===== src/common/disp_consts.svh =====
// Sizes and field widths of the warp dispatch stage
// Shared by the package and the dispatch RTL

`ifndef DISP_CONSTS_SVH
`define DISP_CONSTS_SVH

// Warps served by one dispatch stage
`define NUM_WARPS 4

// In-flight instructions allowed per warp
`define NUM_TAGS 4

// Instruction buffer entries per warp
`define IB_DEPTH 2

// Payload field widths
`define PC_WIDTH 16
`define WARP_WIDTH 8
`define REG_IDX_WIDTH 5
`define INST_WIDTH 16

// Source operands per instruction
`define NUM_OPERANDS 2

`endif


===== src/common/disp_pkg.sv =====
// Shared types of the warp dispatch stage
// Id widths, payload fields and the dispatch entry struct

`include "disp_consts.svh"

package disp_pkg;

    // Derived id widths
    localparam int unsigned WidWidth = (`NUM_WARPS > 1) ? $clog2(`NUM_WARPS) : 1;
    localparam int unsigned TagWidth = (`NUM_TAGS > 1) ? $clog2(`NUM_TAGS) : 1;

    typedef logic [WidWidth-1:0] wid_t;
    typedef logic [TagWidth-1:0] tag_t;

    // Global instruction id, tag in the upper bits and warp id below
    typedef logic [TagWidth+WidWidth-1:0] iid_t;

    // Payload fields
    typedef logic [`PC_WIDTH-1:0]      pc_t;
    typedef logic [`WARP_WIDTH-1:0]    act_mask_t;
    typedef logic [`INST_WIDTH-1:0]    inst_t;
    typedef logic [`REG_IDX_WIDTH-1:0] reg_idx_t;

    typedef reg_idx_t [`NUM_OPERANDS-1:0] op_reg_idx_t;
    typedef logic [`NUM_OPERANDS-1:0]     op_is_reg_t;

    // One instruction leaving a warp dispatcher towards the arbiter
    typedef struct packed {
        tag_t        tag;
        pc_t         pc;
        act_mask_t   act_mask;
        inst_t       inst;
        reg_idx_t    dst_reg;
        op_is_reg_t  operands_is_reg;
        op_reg_idx_t operands;
    } disp_entry_t;

endpackage


===== src/dispatcher/warp_dispatcher.sv =====
// Per-warp dispatcher
// In-order instruction buffer, destination scoreboard and tag pool

`include "disp_consts.svh"

module warp_dispatcher (
    input  logic                    clk_i,
    input  logic                    rst_i,

    // From decoder
    input  logic                    dec_valid_i,
    input  disp_pkg::pc_t           dec_pc_i,
    input  disp_pkg::act_mask_t     dec_act_mask_i,
    input  disp_pkg::inst_t         dec_inst_i,
    input  disp_pkg::reg_idx_t      dec_dst_i,
    input  disp_pkg::op_is_reg_t    dec_operands_is_reg_i,
    input  disp_pkg::op_reg_idx_t   dec_operands_i,
    output logic                    ib_ready_o,

    // To arbiter
    output logic                    disp_ready_o,
    output disp_pkg::disp_entry_t   disp_entry_o,
    input  logic                    disp_grant_i,

    // Writeback
    input  logic                    eu_valid_i,
    input  disp_pkg::tag_t          eu_tag_i,

    output logic                    all_finished_o
);
    import disp_pkg::*;

    localparam int unsigned PtrWidth = (`IB_DEPTH > 1) ? $clog2(`IB_DEPTH) : 1;
    localparam int unsigned CntWidth = $clog2(`IB_DEPTH + 1);

    // ##################################################################
    // Instruction buffer
    // ##################################################################

    pc_t         ib_pc_q     [`IB_DEPTH];
    act_mask_t   ib_mask_q   [`IB_DEPTH];
    inst_t       ib_inst_q   [`IB_DEPTH];
    reg_idx_t    ib_dst_q    [`IB_DEPTH];
    op_is_reg_t  ib_is_reg_q [`IB_DEPTH];
    op_reg_idx_t ib_ops_q    [`IB_DEPTH];

    logic [PtrWidth-1:0] rd_ptr_q, wr_ptr_q;
    logic [CntWidth-1:0] count_q;
    logic push, pop;

    assign ib_ready_o = (count_q != CntWidth'(`IB_DEPTH));
    assign push       = dec_valid_i && ib_ready_o;
    // Arbiter grants only warps that raised disp_ready_o
    assign pop        = disp_grant_i;

    always_ff @(posedge clk_i) begin
        if (rst_i) begin
            rd_ptr_q <= '0;
            wr_ptr_q <= '0;
            count_q  <= '0;
        end else begin
            if (push) begin
                wr_ptr_q <= (wr_ptr_q == PtrWidth'(`IB_DEPTH - 1)) ? '0 : wr_ptr_q + 1'b1;
            end
            if (pop) begin
                rd_ptr_q <= (rd_ptr_q == PtrWidth'(`IB_DEPTH - 1)) ? '0 : rd_ptr_q + 1'b1;
            end
            if (push && !pop) begin
                count_q <= count_q + 1'b1;
            end else if (pop && !push) begin
                count_q <= count_q - 1'b1;
            end
        end
    end

    always_ff @(posedge clk_i) begin
        if (push) begin
            ib_pc_q[wr_ptr_q]     <= dec_pc_i;
            ib_mask_q[wr_ptr_q]   <= dec_act_mask_i;
            ib_inst_q[wr_ptr_q]   <= dec_inst_i;
            ib_dst_q[wr_ptr_q]    <= dec_dst_i;
            ib_is_reg_q[wr_ptr_q] <= dec_operands_is_reg_i;
            ib_ops_q[wr_ptr_q]    <= dec_operands_i;
        end
    end

    // ##################################################################
    // Scoreboard and tag pool
    // ##################################################################

    logic [`NUM_TAGS-1:0] tag_free_q;
    reg_idx_t             tag_dst_q [`NUM_TAGS];
    logic                 tag_avail;
    tag_t                 alloc_tag;
    logic                 hazard;

    // Lowest free tag wins
    always_comb begin
        tag_avail = 1'b0;
        alloc_tag = '0;
        for (int t = `NUM_TAGS - 1; t >= 0; t--) begin
            if (tag_free_q[t]) begin
                tag_avail = 1'b1;
                alloc_tag = tag_t'(t);
            end
        end
    end

    // Head against every in-flight destination, WAW and RAW
    always_comb begin
        hazard = 1'b0;
        for (int t = 0; t < `NUM_TAGS; t++) begin
            if (!tag_free_q[t]) begin
                if (tag_dst_q[t] == ib_dst_q[rd_ptr_q]) begin
                    hazard = 1'b1;
                end
                for (int op = 0; op < `NUM_OPERANDS; op++) begin
                    if (ib_is_reg_q[rd_ptr_q][op]
                        && (ib_ops_q[rd_ptr_q][op] == tag_dst_q[t])) begin
                        hazard = 1'b1;
                    end
                end
            end
        end
    end

    always_ff @(posedge clk_i) begin
        if (rst_i) begin
            tag_free_q <= '1;
        end else begin
            if (eu_valid_i) begin
                tag_free_q[eu_tag_i] <= 1'b1;
            end
            if (pop) begin
                tag_free_q[alloc_tag] <= 1'b0;
            end
        end
    end

    always_ff @(posedge clk_i) begin
        if (pop) begin
            tag_dst_q[alloc_tag] <= ib_dst_q[rd_ptr_q];
        end
    end

    // Outputs
    assign disp_ready_o   = (count_q != '0) && tag_avail && !hazard;
    assign all_finished_o = (count_q == '0) && (&tag_free_q);

    assign disp_entry_o.tag             = alloc_tag;
    assign disp_entry_o.pc              = ib_pc_q[rd_ptr_q];
    assign disp_entry_o.act_mask        = ib_mask_q[rd_ptr_q];
    assign disp_entry_o.inst            = ib_inst_q[rd_ptr_q];
    assign disp_entry_o.dst_reg         = ib_dst_q[rd_ptr_q];
    assign disp_entry_o.operands_is_reg = ib_is_reg_q[rd_ptr_q];
    assign disp_entry_o.operands        = ib_ops_q[rd_ptr_q];

endmodule


===== src/dispatcher/rr_arbiter.sv =====
// Round-robin arbiter with a generic payload
// Pointer advances only on an accepted transfer

module rr_arbiter #(
    parameter int unsigned NumIn     = 4,
    parameter type         payload_t = logic
) (
    input  logic               clk_i,
    input  logic               rst_i,

    input  logic [NumIn-1:0]   req_i,
    input  payload_t           data_i [NumIn],
    output logic [NumIn-1:0]   gnt_o,

    output logic               valid_o,
    output payload_t           data_o,
    output disp_pkg::wid_t     idx_o,
    input  logic               ready_i
);
    import disp_pkg::*;

    // Highest priority input for the next decision
    wid_t ptr_q;

    // First requester at or after the pointer
    always_comb begin
        int unsigned cand;
        valid_o = 1'b0;
        idx_o   = '0;
        for (int unsigned i = 0; i < NumIn; i++) begin
            cand = (int'(ptr_q) + i) % NumIn;
            if (!valid_o && req_i[cand]) begin
                valid_o = 1'b1;
                idx_o   = wid_t'(cand);
            end
        end
    end

    assign data_o = data_i[idx_o];

    // Grant doubles as the pop strobe, so only on handshake
    always_comb begin
        gnt_o = '0;
        if (valid_o && ready_i) begin
            gnt_o[idx_o] = 1'b1;
        end
    end

    always_ff @(posedge clk_i) begin
        if (rst_i) begin
            ptr_q <= '0;
        end else if (valid_o && ready_i) begin
            ptr_q <= (idx_o == wid_t'(NumIn - 1)) ? '0 : idx_o + 1'b1;
        end
    end

endmodule


===== src/multi_warp_dispatcher.sv =====
// Issue stage top level
// Routes decoder and writeback traffic to the per-warp dispatchers
// and arbitrates one dispatch per cycle

`include "disp_consts.svh"

module multi_warp_dispatcher (
    input  logic                    clk_i,
    input  logic                    rst_i,

    // Decoder
    input  logic                    dec_valid_i,
    input  disp_pkg::wid_t          dec_warp_id_i,
    input  disp_pkg::pc_t           dec_pc_i,
    input  disp_pkg::act_mask_t     dec_act_mask_i,
    input  disp_pkg::inst_t         dec_inst_i,
    input  disp_pkg::reg_idx_t      dec_dst_i,
    input  disp_pkg::op_is_reg_t    dec_operands_is_reg_i,
    input  disp_pkg::op_reg_idx_t   dec_operands_i,
    output logic                    ib_ready_o,

    // Operand collector
    input  logic                    opc_ready_i,
    output logic                    disp_valid_o,
    output disp_pkg::iid_t          disp_tag_o,
    output disp_pkg::pc_t           disp_pc_o,
    output disp_pkg::act_mask_t     disp_act_mask_o,
    output disp_pkg::inst_t         disp_inst_o,
    output disp_pkg::reg_idx_t      disp_dst_o,
    output disp_pkg::op_is_reg_t    disp_operands_is_reg_o,
    output disp_pkg::op_reg_idx_t   disp_operands_o,

    // Execution units
    input  logic                    eu_valid_i,
    input  disp_pkg::iid_t          eu_tag_i,

    output logic [`NUM_WARPS-1:0]   ib_all_instr_finished_o
);
    import disp_pkg::*;

    logic [`NUM_WARPS-1:0] dec_valid_warp, ib_ready_warp, eu_valid_warp;
    logic [`NUM_WARPS-1:0] arb_req, arb_gnt;
    tag_t                  eu_tag;
    disp_entry_t           arb_data [`NUM_WARPS];
    disp_entry_t           arb_sel;
    wid_t                  arb_idx;

    // ##################################################################
    // Warp demultiplexing
    // ##################################################################

    always_comb begin
        dec_valid_warp = '0;
        dec_valid_warp[dec_warp_id_i] = dec_valid_i;
    end

    assign ib_ready_o = ib_ready_warp[dec_warp_id_i];

    // Low bits of the iid name the warp
    always_comb begin
        for (int w = 0; w < `NUM_WARPS; w++) begin
            eu_valid_warp[w] = eu_valid_i && (eu_tag_i[WidWidth-1:0] == wid_t'(w));
        end
    end

    assign eu_tag = eu_tag_i[WidWidth +: TagWidth];

    for (genvar w = 0; w < `NUM_WARPS; w++) begin : gen_warp
        warp_dispatcher i_warp_dispatcher (
            .clk_i                 (clk_i),
            .rst_i                 (rst_i),
            .dec_valid_i           (dec_valid_warp[w]),
            .dec_pc_i              (dec_pc_i),
            .dec_act_mask_i        (dec_act_mask_i),
            .dec_inst_i            (dec_inst_i),
            .dec_dst_i             (dec_dst_i),
            .dec_operands_is_reg_i (dec_operands_is_reg_i),
            .dec_operands_i        (dec_operands_i),
            .ib_ready_o            (ib_ready_warp[w]),
            .disp_ready_o          (arb_req[w]),
            .disp_entry_o          (arb_data[w]),
            .disp_grant_i          (arb_gnt[w]),
            .eu_valid_i            (eu_valid_warp[w]),
            .eu_tag_i              (eu_tag),
            .all_finished_o        (ib_all_instr_finished_o[w])
        );
    end : gen_warp

    // ##################################################################
    // Dispatch arbitration
    // ##################################################################

    rr_arbiter #(
        .NumIn     (`NUM_WARPS),
        .payload_t (disp_entry_t)
    ) i_rr_arbiter (
        .clk_i   (clk_i),
        .rst_i   (rst_i),
        .req_i   (arb_req),
        .data_i  (arb_data),
        .gnt_o   (arb_gnt),
        .valid_o (disp_valid_o),
        .data_o  (arb_sel),
        .idx_o   (arb_idx),
        .ready_i (opc_ready_i)
    );

    // Global iid is the warp-local tag above the warp id
    assign disp_tag_o             = {arb_sel.tag, arb_idx};
    assign disp_pc_o              = arb_sel.pc;
    assign disp_act_mask_o        = arb_sel.act_mask;
    assign disp_inst_o            = arb_sel.inst;
    assign disp_dst_o             = arb_sel.dst_reg;
    assign disp_operands_is_reg_o = arb_sel.operands_is_reg;
    assign disp_operands_o        = arb_sel.operands;

endmodule


===== config.mk =====
export PLATFORM = sky130hd
export DESIGN_NAME = multi_warp_dispatcher
export DESIGN_NICKNAME = d
export VERILOG_FILES = /design/src/common/disp_pkg.sv /design/src/dispatcher/warp_dispatcher.sv /design/src/dispatcher/rr_arbiter.sv /design/src/multi_warp_dispatcher.sv
export VERILOG_INCLUDE_DIRS = /design/src /design/src/common
export SDC_FILE = /design/constraint.sdc
export NUM_CORES = 1
export LEC_CHECK = 0
export ABC_AREA = 0
export BUFFER_PORTS_ARGS = -buffer_cell sky130_fd_sc_hd__buf_2
export CORE_MARGIN = 2
export CORE_UTILIZATION = 53
export DETAILED_ROUTE_END_ITERATION = 6
export GPL_TIMING_DRIVEN = 1
export PLACE_DENSITY = 0.82
export SLEW_MARGIN = 20
export SYNTH_ARGS = -nofsm -noshare
export SYNTH_HDL_FRONTEND = slang
export SYNTH_SLANG_ARGS = --single-unit

===== constraint.sdc =====
create_clock -name clk_i -period 18.8 [get_ports clk_i]
set_clock_uncertainty 0.15 [all_clocks]
set_input_delay 1.88 -clock clk_i [delete_from_list [all_inputs] [get_ports clk_i]]
set_output_delay 1.88 -clock clk_i [all_outputs]
set_load 0.05 [all_outputs]

### Yosys cells after proc, flatten, opt, wreduce, memory -nomap -nowiden

Memory sizes are Yosys's and may differ from the RTL's. A register that Yosys moved wholly into a read port is not among the register bits.
Index checks and enable logic that the tools add are counted.

| cells by class | value |
|---|---|
| shift operators | 0 |
| add/subtract/negate cells | 20 |
| order comparisons | 19 |
| eq/ne operators | 56 |
| reductions and logical operators | 103 |
| muxes and demuxes | 225 |
| multiply operators | 0 |
| div/mod/pow operators | 0 |
| bitwise gates (word level) | 14 |

Operator list:

| cell | number |
|---|---|
| equality test 5 bit | 48 |
| 2-to-1 mux 1 bit | 168 |
| binary-select mux 59 bit (select 2 bit) | 1 |
| 2-to-1 mux 59 bit | 2 |
| logical AND 1 bit | 71 |
| 2-to-1 mux 2 bit | 29 |
| 2-to-1 mux 4 bit | 13 |
| < comparator 2 x 3 -> 1 bit, second input constant | 11 |
| AND 4 bit | 5 |
| inverter 4 bit | 4 |
| bitwise OR 4 bit | 4 |
| AND reduction 4 bit | 4 |
| nonzero test 2 bit | 8 |
| zero test 1 bit | 15 |
| demux 1 bit (select 2 bit) | 7 |
| >= comparator 2 x 1 -> 1 bit, second input constant | 7 |
| adder 2 x 1 -> 2 bit, second input constant | 6 |
| binary-select mux 1 bit (select 2 bit) | 5 |
| zero test 2 bit | 5 |
| adder 1 bit, second input constant | 8 |
| inequality test 2 bit, second input constant | 4 |
| subtractor 2 x 1 -> 2 bit, second input constant | 4 |
| equality test 2 bit, second input constant | 3 |
| adder 2 bit, second input constant | 2 |
| other kinds (3) | 3 |

| storage, ports and cells | value |
|---|---|
| output and inout port bits | 67 |
| memories | 28 |
| memory bits (read-only) | 0 |
| input port bits | 68 |
| register bits | 34 |
| logic and storage cells | 482 |
| memory bits (writable) | 536 |
| latch bits | 0 |

Memory list:

| name | depth | width | rd ports | clocked after Yosys merged registers in | wr ports | line | RTL |
|---|---|---|---|---|---|---|---|
| gen_warp[0].i_warp_dispatcher.ib_inst_q | 2 | 16 | 1 | 1 | 1 | warp_dispatcher.sv:42 | `` inst_t ib_inst_q [`IB_DEPTH]; `` |
| gen_warp[0].i_warp_dispatcher.ib_pc_q | 2 | 16 | 1 | 1 | 1 | warp_dispatcher.sv:40 | `` pc_t ib_pc_q [`IB_DEPTH]; `` |
| gen_warp[1].i_warp_dispatcher.ib_inst_q | 2 | 16 | 1 | 1 | 1 | warp_dispatcher.sv:42 |  |
| gen_warp[1].i_warp_dispatcher.ib_pc_q | 2 | 16 | 1 | 1 | 1 | warp_dispatcher.sv:40 |  |
| gen_warp[2].i_warp_dispatcher.ib_inst_q | 2 | 16 | 1 | 1 | 1 | warp_dispatcher.sv:42 |  |
| gen_warp[2].i_warp_dispatcher.ib_pc_q | 2 | 16 | 1 | 1 | 1 | warp_dispatcher.sv:40 |  |
| +22 memories | n/a | n/a | n/a | n/a | n/a | n/a |  |

### Logic depth before layout (Yosys ltp)

An unclocked memory read counts as a cell.

| logic depth | value |
|---|---|
| word-level depth | 40 |
| gate-level depth with buffers | 23 |

### Hierarchy

From an unflattened synthesis, not the netlist that was laid out.

| unflattened totals | value |
|---|---|
| cells, all modules | 1718 |
| area total of the unflattened synthesis | 26580.5 um^2 |

Modules (own cells, without submodules):

| module | area an instance (um^2) | instances | seq. area each (um^2) | cells each |
|---|---|---|---|---|
| warp_dispatcher at gen_warp[1].i_warp_dispatcher | 6165.9 | 1 | 4204.0 | 372 |
| warp_dispatcher at gen_warp[0].i_warp_dispatcher | 6049.6 | 1 | 4204.0 | 370 |
| warp_dispatcher at gen_warp[2].i_warp_dispatcher | 6048.3 | 1 | 4204.0 | 374 |
| warp_dispatcher at gen_warp[3].i_warp_dispatcher | 5972.0 | 1 | 4204.0 | 371 |
| rr_arbiter | 2255.9 | 1 | 40.0 | 222 |
| multi_warp_dispatcher | 88.8 | 1 | 0.0 | 9 |

### Worst setup path after synthesis

No wires, ideal clock.

| path | value |
|---|---|
| kind | input to register |
| start | input dec_warp_id_i[1] |
| end | memory gen_warp[1].i_warp_dispatcher.ib_dst_q[0][0] (netlist bit) (enable) |
| data required time | 18031 ps |
| arrival | 7488 ps |
| path buffers | 0 |
| setup time | 619 ps |
| stages on the path | 1 |
| setup slack | 10543 ps |
| path through | nor4_1 |

| between the ends | value |
|---|---|
| cells in the longest elaborated chain, start to end | 8 |

RTL lines:

| element | line | RTL |
|---|---|---|
| start: declaration | multi_warp_dispatcher.sv:13 | `input disp_pkg::wid_t dec_warp_id_i,` |
| < comparator 2 x 3 -> 1 bit (not written as such) or >= comparator 2 x 1 -> 1 bit (tied branches) | multi_warp_dispatcher.sv:54 | `dec_valid_warp[dec_warp_id_i] = dec_valid_i;` |
| logical AND 1 bit (not written as such) | multi_warp_dispatcher.sv:54 |  |
| 2-to-1 mux 1 bit (not written as such) | multi_warp_dispatcher.sv:54 |  |
| demux 1 bit (select 2 bit) (*) | multi_warp_dispatcher.sv:54 |  |
| AND 4 bit (no line) (*) | n/a |  |
| logical AND 1 bit (*) | warp_dispatcher.sv:52 | `assign push = dec_valid_i && ib_ready_o;` |
| 2-to-1 mux 1 bit (*) | warp_dispatcher.sv:77 | `if (push) begin` |
| 2-to-1 mux 1 bit (not written as such) (*) | warp_dispatcher.sv:81 | `ib_dst_q[wr_ptr_q] <= dec_dst_i;` |
| end: declaration | warp_dispatcher.sv:43 | `` reg_idx_t ib_dst_q [`IB_DEPTH]; `` |

Mark *: on every way between the ends. The rest lies on a longest branch, timed or not.

==> metrics.txt <==
largest net degree at the start of global routing 60; largest buffer count on any clock path 3; initial cell density of the core 0.534; count of standard-cell rows 81; area of the die 50,900 µm²; routed wire length 65,800 µm; crit path to disp_operands_o[9]; count of instances resized after the clock tree is built 0; top cell type by total area after synthesis sky130_fd_sc_hd__edfxtp_1; Met2 Wirelength 31,300 µm; gate count of the mapped netlist 1,719; Vias per Instance 6.03; TritonRoute pass-1 iters 7; clock latency reported for the late side of the worst-skew pair 0.63 ns; Avg Cell Area, Syn 15.1 µm²; count of cell instances traversed by the critical path 13; endpoint of the most critical register-to-register path gen_warp[3].i_warp_dispatcher.tag_dst_q[3][4]; switching power of the nets 1.99 mW; number of buffer and inverter stages on the critical path 3; overall die height 226 µm; Post-CTS Hold Buffers 0; worst hold margin 0.349 ns; post-CTS setup buffers 0; setup repair after global routing missed its margin false; clock transition time at the flip-flop clock pins of the worst setup and hold paths 0.07 ns; CTS root buffer sky130_fd_sc_hd__clkbuf_16; placeable core region 48,700 µm²; total via count in the routed design 15,400; final weighted congestion of routability-driven global placement 0.957; proportion of power drawn by flip-flops and latches 0.329; status finished, final reports clean; top layer used by detailed routing met5; Net Count, Synth 1,795; Final setup violation count 0; GRT Residual Overflow 0; combinational fraction of design power 0.439; slew at the pin closest to its max-slew limit 1.18 ns; maximum fanout along the worst path 55; sinks on the clock net 574; Layout Area Growth over Synthesis 11.7%; worst min path class flip-flop to flip-flop; Arrival @ worst endpoint 6.56 ns; depth of the CTS H-tree 2; TritonCTS buffer count 54; number of flops mapped to enable cells by yosys 536; cell family with the largest share of critical-path delay buffers and inverters; category of the worst setup path capture point primary output; area share of the largest cell type after synthesis 0.618; worst slew slack as a fraction of its limit 0.192; antenna violation net count after detailed routing 0; CTS tree yes; fraction of the cycle the final worst path needs 0.457; CP Cell Sequence buf_6 > mux2i_1 > xor2_1 > o2111ai_1 > a2111oi_0 > or4_4 > nor4_4 > a21oi_1 > o311ai_4 > buf_4 > mux2i_1 > mux2_2 > buf_2; switching power as a share of total power 0.418; sequential fraction of the synthesis area 0.647; final hold violation count 0; DR WL/cell 25.7 µm; total negative setup slack 0 ns; most instantiated flip-flop cell in the synthesis netlist sky130_fd_sc_hd__edfxtp_1; Internal Dissipation 2.77 mW; number of DRC markers in iteration 0 1,562; Max-Cap Viols 0; commonest non-fill, non-tap cells in the layout sky130_fd_sc_hd__edfxtp_1 (536), sky130_fd_sc_hd__mux2i_1 (342), sky130_fd_sc_hd__buf_2 (134); cell seen most often among critical-path stages sky130_fd_sc_hd__mux2i_1; warnings from Yosys 0; CP required 16.77 ns; worst IR drop on VDD 0.000177 V; cell area after placement 27,300 µm²; Reg2Reg Setup Slack 11.36 ns; overall fraction of global-route tracks in use 0.258; most common library cell in the layout ignoring fill and taps sky130_fd_sc_hd__edfxtp_1; antenna violations before repair 9; pwr/cell area 164 nW/µm²; dominant cells by area after synthesis sky130_fd_sc_hd__edfxtp_1 (62%), sky130_fd_sc_hd__mux2i_1 (13%), sky130_fd_sc_hd__xor2_1 (4.2%); post-synthesis async set-or-reset flop share 0; count of buffers inserted at the top-level ports 134; PnR Total Power 4.76 mW; slowest cell delay on critical path 0.88 ns; Die X 226 µm; startpoint-to-endpoint class of the critical path flip-flop to primary output; drc violations 0; FF-to-FF path depth 16; slowest cell on the critical path sky130_fd_sc_hd__buf_4; synthesized cell area 26,000 µm²; final std cell area, no fill 29,100 µm²; met3 wire length 5180 µm; final critical-path required period 8.59 ns; type of origin of the critical path flip-flop; fillers 3,601; P_leak 10.1 nW; I/O Pins 135; number of pins exceeding their max-slew limit in the final report 0; instance count along the most critical hold path 2; HPWL after detailed placement 41,800 µm; Synth Register Bits 574; vias in the first global route 15,400; final net count 1,925; first-pass GRT wire length 96,300 µm; share of cells above drive strength 1 0.159; Clk network pwr share 0.232; routed metal-1 wire length 26,500 µm; number of different library cells in the post-synthesis netlist 64; Max Clk Rate 116 MHz
[registers in the layout, summed over array words and instances, names as in the netlist, named ones only]
| name | count |
|---|---|
| gen_warp.i_warp_dispatcher.tag_dst_q | 80 |
| gen_warp.i_warp_dispatcher.tag_free_q | 16 |
| gen_warp.i_warp_dispatcher.ib_mask_q | 64 |
| gen_warp.i_warp_dispatcher.rd_ptr_q | 4 |
| gen_warp.i_warp_dispatcher.ib_inst_q | 128 |
| gen_warp.i_warp_dispatcher.ib_dst_q | 40 |
| gen_warp.i_warp_dispatcher.count_q | 8 |
| gen_warp.i_warp_dispatcher.ib_ops_q | 80 |
| gen_warp.i_warp_dispatcher.wr_ptr_q | 4 |
| gen_warp.i_warp_dispatcher.ib_pc_q | 128 |
| i_rr_arbiter.ptr_q | 2 |
| gen_warp.i_warp_dispatcher.ib_is_reg_q | 16 |
[cell usage after synthesis (25+ instances only)]
cell,instances
sky130_fd_sc_hd__xnor2_1,119
sky130_fd_sc_hd__dfxtp_1,38
sky130_fd_sc_hd__inv_1,49
sky130_fd_sc_hd__clkbuf_1,37
sky130_fd_sc_hd__nand4_1,27
sky130_fd_sc_hd__edfxtp_1,536
sky130_fd_sc_hd__a21oi_1,37
sky130_fd_sc_hd__mux2_2,33
sky130_fd_sc_hd__o21ai_0,25
sky130_fd_sc_hd__xor2_1,124
sky130_fd_sc_hd__nor2_1,52
sky130_fd_sc_hd__mux2i_1,342
sky130_fd_sc_hd__nor3_1,33
[power by group through the flow]
stage                     sequential, mW  clock, mW  combinational [mW]
final                               1.56       1.11                2.09
after global routing                1.57       1.16                2.17
after CTS                           1.56       1.12                2.08
after detailed placement            1.59          0                2.06
after global placement              1.59          0                2.04
after floorplan                     1.54          0                1.65
[worst min-delay path, stage by stage, from the launching register on]
cell                      delay, ns
sky130_fd_sc_hd__dfxtp_1       0.33
sky130_fd_sc_hd__nand2_1       0.07
sky130_fd_sc_hd__a21oi_1       0.06
[worst min path at each step]
| stage | slack (ns) | end | from |
|---|---|---|---|
| after floorplan | 0.30 | i_rr_arbiter.ptr_q[0] | i_rr_arbiter.ptr_q[0] |
| after global placement | 0.31 | i_rr_arbiter.ptr_q[0] | i_rr_arbiter.ptr_q[0] |
| after detailed placement | 0.33 | i_rr_arbiter.ptr_q[0] | i_rr_arbiter.ptr_q[0] |
| after CTS | 0.34 | i_rr_arbiter.ptr_q[0] | i_rr_arbiter.ptr_q[0] |
| after global routing | 0.38 | i_rr_arbiter.ptr_q[0] | i_rr_arbiter.ptr_q[0] |
| final | 0.35 | i_rr_arbiter.ptr_q[0] | i_rr_arbiter.ptr_q[0] |
[cells by family (layout without fill, tap and decap cells)]
group                      count (synthesis)  in the layout  synth area share
adders and majority gates                  8              8           0.00384
DFF                                      574            574             0.647
AOI/OAI and AO/OA                        125            125            0.0318
other                                      0              3                 0
muxes                                    401            401             0.159
and+or+nand+nor                          244            244            0.0517
buffers and inverters                    124            298            0.0249
xor gates and xnor gates                 243            243            0.0817
[metrics by stage]
stage	util	setup slack, ns	std cells
after global routing	0.596	9.99	2558
after CTS	0.596	10.08	2557
after global placement	0.559	10.93	2456
final	0.596	10.21	2560
after floorplan	-	10.54	1719
after detailed placement	0.559	10.80	2457
[routing by layer]
| metal | global-route usage | up-vias |
|---|---|---|
| met2 | 0.423 | 733 |
| met1 | 0.342 | 7783 |
| met3 | 0.0474 | 159 |
| met4 | 0.106 | 8 |
| met5 | 0 | - |
| li1 | - | 6750 |
[layout make-up]
cell class | instances | area [µm²] | share of cell area
flip-flops and latches | 574 | 16900 | 0.580
multi-input cells | 1021 | 8590 | 0.295
clock buffers | 59 | 1370 | 0.0471
well taps | 664 | 831 | 0.0286
repair buffers | 149 | 800 | 0.0275
clock inverters | 41 | 423 | 0.0145
inverters | 49 | 184 | 0.00633
diodes | 3 | 7.51 | 0.000258
Power figures use the tool's default switching activity.
